<file path="src/mips_isa_pkg.sv">
package mips_isa_pkg;

    // Primary opcodes in instr[31:26]
    typedef enum logic [5:0] {
        op_special = 6'h00,
        op_beq     = 6'h04,
        op_addiu   = 6'h09,
        op_lw      = 6'h23,
        op_sb      = 6'h28,
        op_sw      = 6'h2b
    } opcode_t;

    // Function codes of op_special in instr[5:0]
    typedef enum logic [5:0] {
        fn_jr   = 6'h08,
        fn_addu = 6'h21,
        fn_subu = 6'h23,
        fn_and  = 6'h24,
        fn_or   = 6'h25
    } funct_t;

    typedef enum logic [1:0] {
        alu_add,
        alu_sub,
        alu_and,
        alu_or
    } alu_op_t;

    typedef enum logic [2:0] {
        st_idle,
        st_fetch,
        st_decode,
        st_execute,
        st_mem,
        st_writeback,
        st_halt
    } cpu_state_t;

    localparam logic [4:0] reg_v0 = 5'd2;  // Result register

    function automatic logic [5:0] get_opcode(input logic [31:0] instr);
        return instr[31:26];
    endfunction

    function automatic logic [4:0] get_rs(input logic [31:0] instr);
        return instr[25:21];
    endfunction

    function automatic logic [4:0] get_rt(input logic [31:0] instr);
        return instr[20:16];
    endfunction

    function automatic logic [4:0] get_rd(input logic [31:0] instr);
        return instr[15:11];
    endfunction

    function automatic logic [5:0] get_funct(input logic [31:0] instr);
        return instr[5:0];
    endfunction

    // Sign extended 16-bit immediate
    function automatic logic [31:0] sign_ext_imm(input logic [31:0] instr);
        return {{16{instr[15]}}, instr[15:0]};
    endfunction

endpackage

</file>
<file path="src/avalon_bus_pkg.sv">
package avalon_bus_pkg;

    localparam int addr_bits  = 32;
    localparam int data_bits  = 32;
    localparam int byte_bits  = 8;
    localparam int byte_lanes = data_bits / byte_bits;  // Lanes per word

    typedef logic [addr_bits-1:0]  addr_t;
    typedef logic [data_bits-1:0]  data_t;
    typedef logic [byte_lanes-1:0] byte_en_t;

    // Full word access
    localparam byte_en_t byte_en_word = '1;
    // No lane selected while the bus is idle
    localparam byte_en_t byte_en_none = '0;

endpackage

</file>
<file path="src/avalon_mm_if.sv">
`timescale 1ns/10ps

interface avalon_mm_if
    import avalon_bus_pkg::*;
();

    addr_t    address;
    logic     read;
    logic     write;
    data_t    writedata;
    byte_en_t byteenable;
    data_t    readdata;
    logic     waitrequest;   // Slave stretches the transfer

    modport master (
        output address,
        output read,
        output write,
        output writedata,
        output byteenable,
        input  readdata,
        input  waitrequest
    );

    modport slave (
        input  address,
        input  read,
        input  write,
        input  writedata,
        input  byteenable,
        output readdata,
        output waitrequest
    );

endinterface

</file>
<file path="src/mips_alu.sv">
`timescale 1ns/10ps

module mips_alu
    import mips_isa_pkg::*;
    import avalon_bus_pkg::*;
(
    input  alu_op_t op,
    input  data_t   a,
    input  data_t   b,
    output data_t   result,
    output logic    zero
);

    always_comb begin
        case (op)
            alu_add: begin
                result = a + b;  // addu, addiu and address calculation
            end
            alu_sub: begin
                result = a - b;  // subu and beq compare
            end
            alu_and: begin
                result = a & b;
            end
            alu_or: begin
                result = a | b;
            end
            default: begin
                result = a + b;
            end
        endcase
    end

    // Equal operands give zero on alu_sub
    assign zero = (result == '0);

endmodule

</file>
<file path="src/mips_reg_file.sv">
`timescale 1ns/10ps

module mips_reg_file
    import mips_isa_pkg::*;
    import avalon_bus_pkg::*;
(
    input  logic       clk,
    input  logic       rst,
    input  logic [4:0] rs_addr,
    input  logic [4:0] rt_addr,
    output data_t      rs_data,
    output data_t      rt_data,
    input  logic       wr_en,
    input  logic [4:0] wr_addr,
    input  data_t      wr_data,
    output data_t      v0
);

    data_t regs [32];

    always_ff @(posedge clk) begin
        if (rst) begin
            for (int i = 0; i < 32; i++) begin
                regs[i] <= '0;
            end
        end else if (wr_en && (wr_addr != 5'd0)) begin
            regs[wr_addr] <= wr_data;  // $zero never written
        end
    end

    // Asynchronous read ports
    assign rs_data = (rs_addr == 5'd0) ? '0 : regs[rs_addr];
    assign rt_data = (rt_addr == 5'd0) ? '0 : regs[rt_addr];

    assign v0 = regs[reg_v0];  // Observed at top level

endmodule

</file>
<file path="src/mips_cpu.sv">
`timescale 1ns/10ps

module mips_cpu
    import mips_isa_pkg::*;
    import avalon_bus_pkg::*;
#(
    parameter addr_t reset_vector = 32'd4
) (
    input  logic        clk,
    input  logic        rst,
    input  logic        start,
    output logic        active,
    output data_t       register_v0,
    avalon_mm_if.master bus
);

    cpu_state_t state;
    addr_t      pc;
    data_t      ir;          // Instruction register
    data_t      a_reg;       // rs operand
    data_t      b_reg;       // rt operand
    data_t      alu_out;
    data_t      mdr;         // Load data

    opcode_t    opcode;
    funct_t     funct;
    data_t      imm_ext;
    data_t      rs_data;
    data_t      rt_data;
    alu_op_t    alu_op;
    data_t      alu_b;
    data_t      alu_result;
    logic       alu_zero;
    logic       uses_imm;
    logic       wr_en;
    logic [4:0] wr_addr;
    data_t      wr_data;
    logic [1:0] sb_lane;

    assign opcode  = opcode_t'(get_opcode(ir));
    assign funct   = funct_t'(get_funct(ir));
    assign imm_ext = sign_ext_imm(ir);
    assign sb_lane = alu_out[1:0];  // Byte lane of sb

    mips_reg_file i_reg_file (
        .clk     (clk),
        .rst     (rst),
        .rs_addr (get_rs(ir)),
        .rt_addr (get_rt(ir)),
        .rs_data (rs_data),
        .rt_data (rt_data),
        .wr_en   (wr_en),
        .wr_addr (wr_addr),
        .wr_data (wr_data),
        .v0      (register_v0)
    );

    mips_alu i_alu (
        .op     (alu_op),
        .a      (a_reg),
        .b      (alu_b),
        .result (alu_result),
        .zero   (alu_zero)
    );

    // ALU control
    always_comb begin
        uses_imm = 1'b1;
        alu_op   = alu_add;
        case (opcode)
            op_special: begin
                uses_imm = 1'b0;
                case (funct)
                    fn_subu: alu_op = alu_sub;
                    fn_and:  alu_op = alu_and;
                    fn_or:   alu_op = alu_or;
                    default: alu_op = alu_add;
                endcase
            end
            op_beq: begin
                uses_imm = 1'b0;
                alu_op   = alu_sub;
            end
            default: ;
        endcase
    end

    assign alu_b = uses_imm ? imm_ext : b_reg;

    // Register write in st_writeback only
    always_comb begin
        wr_en   = 1'b0;
        wr_addr = get_rt(ir);
        wr_data = alu_out;
        if (state == st_writeback) begin
            case (opcode)
                op_addiu: wr_en = 1'b1;
                op_lw: begin
                    wr_en   = 1'b1;
                    wr_data = mdr;
                end
                op_special: begin
                    wr_addr = get_rd(ir);
                    wr_en   = funct inside {fn_addu, fn_subu, fn_and, fn_or};
                end
                default: ;  // Unknown opcodes write nothing
            endcase
        end
    end

    // Bus request held steady by the state while waitrequest is high
    always_comb begin
        bus.address    = pc;
        bus.read       = 1'b0;
        bus.write      = 1'b0;
        bus.writedata  = b_reg;
        bus.byteenable = byte_en_none;
        if (state == st_fetch) begin
            bus.read       = 1'b1;
            bus.byteenable = byte_en_word;
        end else if (state == st_mem) begin
            bus.address = alu_out;
            case (opcode)
                op_lw: begin
                    bus.read       = 1'b1;
                    bus.byteenable = byte_en_word;
                end
                op_sw: begin
                    bus.write      = 1'b1;
                    bus.byteenable = byte_en_word;
                end
                op_sb: begin
                    bus.write      = 1'b1;
                    bus.writedata  = {byte_lanes{b_reg[7:0]}};  // Same byte on every lane
                    bus.byteenable = byte_en_t'(1) << sb_lane;
                end
                default: ;
            endcase
        end
    end

    always_ff @(posedge clk) begin
        if (rst) begin
            state  <= st_idle;
            pc     <= '0;
            active <= 1'b0;
        end else begin
            case (state)
                st_idle: begin
                    if (start) begin
                        state  <= st_fetch;
                        pc     <= reset_vector;
                        active <= 1'b1;
                    end
                end
                st_fetch: begin
                    if (!bus.waitrequest) begin
                        pc    <= pc + 32'd4;
                        state <= st_decode;
                    end
                end
                st_decode: state <= st_execute;
                st_execute: begin
                    state <= st_writeback;
                    case (opcode)
                        op_lw, op_sw, op_sb: state <= st_mem;
                        op_beq: begin
                            // No delay slot so pc already points past the beq
                            if (alu_zero) begin
                                pc <= pc + (imm_ext << 2);
                            end
                        end
                        op_special: begin
                            if (funct == fn_jr) begin
                                if (a_reg == '0) begin
                                    state  <= st_halt;  // End of program
                                    active <= 1'b0;
                                end else begin
                                    pc <= a_reg;
                                end
                            end
                        end
                        default: ;
                    endcase
                end
                st_mem: begin
                    if (!bus.waitrequest) begin
                        state <= st_writeback;
                    end
                end
                st_writeback: state <= st_fetch;
                st_halt:      state <= st_halt;  // Left only by reset
                default:      state <= st_idle;
            endcase
        end
    end

    // Datapath registers
    always_ff @(posedge clk) begin
        if (state == st_fetch && !bus.waitrequest) begin
            ir <= bus.readdata;
        end
        if (state == st_decode) begin
            a_reg <= rs_data;
            b_reg <= rt_data;
        end
        if (state == st_execute) begin
            alu_out <= alu_result;
        end
        if (state == st_mem && !bus.waitrequest) begin
            mdr <= bus.readdata;
        end
    end

endmodule

</file>
<file path="src/flat_wrapper.sv">
// flat-port wrapper written by rule: the top's interface ports become plain ports
module mips_cpu_flat import mips_isa_pkg::*; import avalon_bus_pkg::*;
#(
    parameter addr_t reset_vector = 32'd4
)
  (clk, rst, start, active, register_v0, bus_address, bus_read, bus_write, bus_writedata, bus_byteenable, bus_readdata, bus_waitrequest);
  avalon_mm_if bus_i ();
  input  logic clk;
  input  logic rst;
  input  logic start;
  output logic active;
  output data_t register_v0;
  output wire logic [$bits(bus_i.address)-1:0] bus_address;
  output wire logic [$bits(bus_i.read)-1:0] bus_read;
  output wire logic [$bits(bus_i.write)-1:0] bus_write;
  output wire logic [$bits(bus_i.writedata)-1:0] bus_writedata;
  output wire logic [$bits(bus_i.byteenable)-1:0] bus_byteenable;
  input wire logic [$bits(bus_i.readdata)-1:0] bus_readdata;
  input wire logic [$bits(bus_i.waitrequest)-1:0] bus_waitrequest;
  assign bus_address = bus_i.address;
  assign bus_read = bus_i.read;
  assign bus_write = bus_i.write;
  assign bus_writedata = bus_i.writedata;
  assign bus_byteenable = bus_i.byteenable;
  assign bus_i.readdata = bus_readdata;
  assign bus_i.waitrequest = bus_waitrequest;
  mips_cpu #(.reset_vector(reset_vector)) u_core (.clk(clk), .rst(rst), .start(start), .active(active), .register_v0(register_v0), .bus(bus_i));
endmodule
</file>
<file path="config.mk">
export PLATFORM = sky130hd
export DESIGN_NAME = mips_cpu_flat
export DESIGN_NICKNAME = d
export VERILOG_FILES = /design/src/mips_isa_pkg.sv /design/src/avalon_bus_pkg.sv /design/src/avalon_mm_if.sv /design/src/mips_alu.sv /design/src/mips_reg_file.sv /design/src/mips_cpu.sv /design/src/flat_wrapper.sv
export SDC_FILE = /design/constraint.sdc
export NUM_CORES = 2
export LEC_CHECK = 0
export BUFFER_PORTS_ARGS = -buffer_cell sky130_fd_sc_hd__buf_2
export CORE_MARGIN = 2
export CORE_UTILIZATION = 48
export DETAILED_ROUTE_END_ITERATION = 8
export HOLD_SLACK_MARGIN = 0.05
export SETUP_SLACK_MARGIN = 0.15
export SLEW_MARGIN = 10
export SYNTH_ARGS = -nofsm -noshare
export SYNTH_HDL_FRONTEND = slang
export SYNTH_SLANG_ARGS = --single-unit
</file>
<file path="constraint.sdc">
create_clock -name clk -period 8.09 [get_ports clk]
set_input_delay 0.809 -clock clk [delete_from_list [all_inputs] [get_ports clk]]
set_output_delay 0.809 -clock clk [all_outputs]
set_load 0.02 [all_outputs]
</file>
# == Word level (Yosys, flattened, before mapping) ==
# Memories as Yosys holds them, arrays and structs flattened. A register that Yosys moved wholly into a read port is not among the register bits.
# Cells that the tools add are included.
# classes
addsub,4
eq_ne,29
shift,1
n_mux,51
n_bitwise,2
n_reduce_logical,24
# ops
op,count
32-bit 2-to-1 mux,14
32-bit case mux with 4 select lines,1
32-bit case mux with 3 select lines,1
32-bit adder,2
32-bit logical NOT,2
32-bit case mux with 2 select lines,1
6-bit == test (second input constant),7
32-bit by 3-bit adder with 32-bit output (second input constant),1
32-bit bitwise AND,1
32-bit bitwise OR,1
32-bit OR reduction,1
32-bit subtractor,1
3-bit case mux with 7 select lines,1
1-bit 2-to-1 mux,17
5-bit 2-to-1 mux,3
6-bit by 4-bit == test with 1-bit output (second input constant),2
3-bit 2-to-1 mux,4
5-bit logical NOT,2
3-bit == test (second input constant),3
4-bit 2-to-1 mux,2
2-bit inequality test (second input constant),4
4-bit case mux with 2 select lines,1
2-bit OR reduction,4
7-bit AND reduction,1
26 further kinds,34
# word_totals
register_bits,132
ramBits,1024
in_bits,36
output_inout_bits,103
elab_cells,118
mem_count,1
# mem_list
memory,depth,width,rd,rd_ports_with_merged_regs,write_ports,line_no,source
u_core.i_reg_file.regs,32,32,3,2,32,mips_reg_file.sv:19,data_t regs [32];

# == Longest topological paths before layout ==
# logic_depth
ltp_word,10
depth_mapped,30

# == Modules after synthesis ==
# A second synthesis with hierarchy kept.
# unflattened
hier_cells,5308
hier_area_um2,68714.7
# by_module_without_submodules
mod,instances,cells_each,area_per_inst_um2,seq_area_each_um2
mips_reg_file,1,3773,54717.5,30749.5
mips_cpu,1,1013,10472.5,5525.3
mips_alu,1,522,3524.6,0.0

# == Worst setup path after synthesis ==
# No wires, ideal clock.
# synth_path
path_type,reg-to-reg
startpoint,reg u_core.ir[27]
endpoint,reg u_core.pc[3]
arrival_ps,6415
t_required_ps,7962
path_slack_ps,1547
path_stages_with_launch,29
path_cell_list,edfxtp_1 or4_1 buf_2 nor2_4 buf_4 clkbuf_1 clkbuf_1 buf_1 a32o_1 clkbuf_1 clkbuf_1 a21oi_1 xor2_1 ha_1 clkbuf_1 nand4_1 nor2_1 nand2_1 a2111oi_0 o211ai_1 o211a_2 nor4_1 nor4b_1 nand4_1 o2bb2ai_2 buf_6 buf_6 mux2i_1 nor2_1
# synth_between
elab_chain_cells,8
word_cells_on_any_way,22
cone_classes,2 x add/sub; 8 x eq/ne; 5 x mux; 2 x bitwise; 5 x reduce/logical
# synth_lines
element,line_no,source
"start, declared",mips_cpu.sv:19,data_t ir;
"start signal, assigned",mips_cpu.sv:201,ir <= bus.readdata;
6-bit by 3-bit == test with 1-bit output / 6-bit logical NOT (equally long branches),mips_cpu.sv:70,case (opcode)
2-bit OR reduction (no source line),--,
32-bit 2-to-1 mux,mips_cpu.sv:88,assign alu_b = uses_imm ? imm_ext : b_reg;
32-bit subtractor (tied with other cells),mips_alu.sv:20,result = a - b;
32-bit case mux with 4 select lines *,mips_alu.sv:15,case (op)
net u_core.alu_result[26],mips_cpu.sv:32,data_t alu_result;
32-bit logical NOT *,mips_alu.sv:35,assign zero = (result == '0);
3-bit by 2-bit inequality test with 1-bit output (no source line) *,--,
7-bit AND reduction (no source line) *,--,
"end signal, assigned",mips_cpu.sv:152,pc <= reset_vector;
"end signal, assigned",mips_cpu.sv:158,pc <= pc + 32'd4;
"end signal, assigned",mips_cpu.sv:170,pc <= pc + (imm_ext << 2);
"end, declared",mips_cpu.sv:18,addr_t pc;
# The timed path passes the listed nets; every way through them passes the cells marked *.
# A chain may end at the register's enable or synchronous reset.

# == Worst setup path in the final report ==
# layout_path
startpoint,reg u_core.ir[27]
endpoint,reg u_core.pc[0]
# The elaborated chain is that of the path after synthesis.

==> results.yml <==
sta:
  period_minus_slack_ns: 7.23
  worst_pin_slew_ns: 1.30
  hold_viol: 0
  maxSlewViolCount: 0
  tns_ns: 0
  max-slew-margin-rel_pct: 13.2
  rsz0062_at_grt: "no"
  finalSetupViolations: 0
  period_share_pct: 89.4
  max_freq_ghz: 0.138
  skew_ns: 0.0318
  hold_slack_ns: 0.234
global_routing:
  grt_max_degree: 110
  grt_pass1_wl_um: 343000
  gr-usage-all-layers_pct: 35.0
  antenna_found_initial: 10
  grt_remaining_overflow: 0
  first_global_vias: 44900
drt:
  vias_per_cell: 6.81
  routed_wl_um: 245000
  drc: 0
  dr.first_iter.drc_count: 6864
  wire_per_inst_um: 36.0
  vias: 46500
  ant_nets: 0
  first_pass_iters: 8
floorplan:
  die_h_um: 374
  ioPinCount: 139
  core-area_um2: 136000
  die-area_um2: 140000
  dieWidth_um: 374
  initial_core_util_pct: 48.4
  num_rows: 135
cells_and_area:
  fillers: 11200
  drive_gt1_share_pct: 24.7
  top_register: "u_core.i_reg_file.regs"
  syn2layout_area_growth_pct: 11.4
  final_cells: 6824
  largest_reg_flops: 1024
  multiInputGateArea_um2: 28200
  nNetsFinal: 5040
  final_area_um2: 73200
  seq_area_um2: 36300
yosys:
  synthCells: 4920
  synth.distinct_cells: 98
  synth_top_area_share_pct: 54.1
  avgSynthCellArea_um2: 13.3
  yosysTopAreaCell: "edfxtp_1"
  synth_seq_cells: 1220
  synthTopCellsByArea: "edfxtp_1, mux4_2, nor2_1, mux2i_1, clkbuf_1"
  yosys_warnings: 0
  netlist_area_um2: 65700
  ys_seq_area_share_pct: 55.2
  ys.flop_type: "edfxtp_1"
  async_flop_share_pct: 0
  synth_edf_count: 1184
critical_path:
  cp-end-kind: "register"
  worstPathArrival_ns: 7.90
  critPathKind: "reg2reg"
  worstPathMaxFanout: 47
  required_ns: 8.76
  crit_path_start_kind: "register"
pwr:
  switching_share_pct: 25.8
  p_per_area_nw_per_um2: 208
  intPower_w: 0.0113
  vdd_drop_max_mv: 0.231
  p_comb_share_pct: 12.2
  pwr-share-seq_pct: 48.2
  switching_power_w: 0.00393
  power_leakage_nw: 26.0
  p_clk_share_pct: 39.5
clocking:
  cts_setup_buffers: 0
  hold_buffers: 0
  cts_tree: "built"
  ctsResizeCount: 0
  clock_latency_ns: 0.79
  cts_max_level: 4
  ctsLongestPathBuffers: 3
  clock_sinks: 1220
  cts_inserted_buffers: 134
  clock-root-buffer: "clkbuf_16"
  path_clk_slew_ns: 0.06
placed_design:
  gp_congestion: 0.982
  dpl_cell_area_um2: 68900
  dp_hpwl_um: 153000
  numPortBuffers: 138
  dp_cells: 6584
status:
  status: "complete, no violations"
flow_run:
  maxCapViolCount: 0
worst_hold_path:
  hold_path_class: "in2reg"
## cells in the mapped netlist (11+ instances only)
cell type and instances:
a211o_1 16, a211oi_1 32, a21o_1 21, a21oi_1 140
a221oi_1 37, a31oi_1 15, and2_1 11, and3_1 15
buf_1 57, buf_2 12, buf_4 12, clkbuf_1 363
dfxtp_1 36, edfxtp_1 1184, ha_1 63, inv_1 50
mux2_2 80, mux2i_1 203, mux4_2 538, nand2_1 233
nand2b_1 18, nand3_1 58, nand4_1 15, nor2_1 1170
nor2b_1 12, nor3_1 45, nor4_1 17, o211ai_1 20
o21a_1 12, o21ai_0 78, o21ai_1 11, o21bai_1 11
o221ai_1 30, o22ai_1 41, or3_1 18, xnor2_1 50
xor2_1 35
## power by group through the flow
stage / Sequential, W / Combinational, W / Clock, W
final: 0.00735 / 0.00186 / 0.00602
after global routing: 0.00737 / 0.00193 / 0.00630
after CTS: 0.00734 / 0.00183 / 0.00608
after detailed placement: 0.00747 / 0.00182 / 0
after global placement: 0.00746 / 0.00182 / 0
after floorplan: 0.00740 / 0.00116 / 0
## worst paths after layout
path	start	endpoint	slack (ns)	cells after the start
min	bus_readdata[23]	u_core.ir[23]$_DFFE_PP_	0.23	1
max	u_core.ir[27]$_DFFE_PP_	u_core.pc[0]$_SDFFE_PP0P_	0.86	24
min reg2reg	u_core.pc[1]$_SDFFE_PP0P_	u_core.pc[1]$_SDFFE_PP0P_	0.52	1
max reg2reg	u_core.ir[27]$_DFFE_PP_	u_core.pc[0]$_SDFFE_PP0P_	0.86	24
## placed cells by master, fill, tap and decap left out, types with 50 or more instances in the layout
cell	Yosys	final
o21ai_0	78	78
ha_1	63	63
mux4_2	538	538
mux2i_1	203	171
mux2_2	80	80
xnor2_1	50	50
nand3_1	58	58
buf_2	12	137
a21oi_1	140	140
buf_4	12	150
nand2_1	233	177
edfxtp_1	1184	1184
clkbuf_16	0	139
nand2_2	0	56
nor2_1	1170	1166
## critical path: stages, from the launching register on
cell and delay, ns:
edfxtp_1 0.50, or4_1 0.77, nor4_2 0.35, o211ai_1 0.20, nor3b_2 0.35, nand2_1 0.15, nor2_2 0.29, nand2_1 0.17
a21oi_1 0.25, nor2_1 0.08, xor2_1 0.18, ha_1 0.35, a21oi_1 0.31, o21ai_0 0.18, a221oi_1 0.43, o21ai_0 0.23
or4_1 0.50, o211a_2 0.15, nor4_1 0.26, nor4b_2 0.27, nand4_1 0.23, o2bb2ai_4 0.22, buf_12 0.25, a21oi_1 0.14
a22o_1 0.28
## per-stage QoR
stage          total power, W  utilization [%]  setup WS, ns
2_1_floorplan         0.00855                -          1.55
3_3_place_gp          0.00928             50.8         0.912
3_5_place_dp          0.00929             50.8         0.694
4_1_cts                0.0152             53.9         0.685
5_1_grt                0.0156             53.9         0.255
6_report               0.0152             53.9         0.858
## logic make-up after synthesis
group	Yosys count	share of synthesized area [%]
AO/OA/AOI/OAI	558	5.87
AND/OR/NAND/NOR	1662	10.5
flip-flops	1220	55.2
other	1	0.00571
multiplexers	822	22.9
adder cells (fa/ha/maj)	75	1.42
buffers and inverters	497	2.96
XOR/XNOR	85	1.13
## layer usage
| layer | part of all wire (%) | track usage [%] | vias to the layer above | wire length [um] |
|---|---|---|---|---|
| met5 | 0.0098 | 0 | - | 24 |
| met4 | 7.2 | 21.8 | 4 | 17600 |
| met3 | 11 | 7.98 | 641 | 27700 |
| met2 | 46 | 53.6 | 3175 | 112000 |
| met1 | 36 | 45.4 | 23800 | 88200 |
| li1 | - | - | 18900 | - |
## layout make-up
class                           count  area share, %
Antenna cell                        2        0.00684
Clock buffer                      165           4.89
Clock inverter                     73          0.891
Inverter                           51          0.265
Multi-Input combinational cell   3234           38.5
Sequential cell                  1220           49.6
Tap cell                         1781           3.05
Timing Repair Buffer              298           2.78
Note: power is estimated with default switching activity, not from simulation.
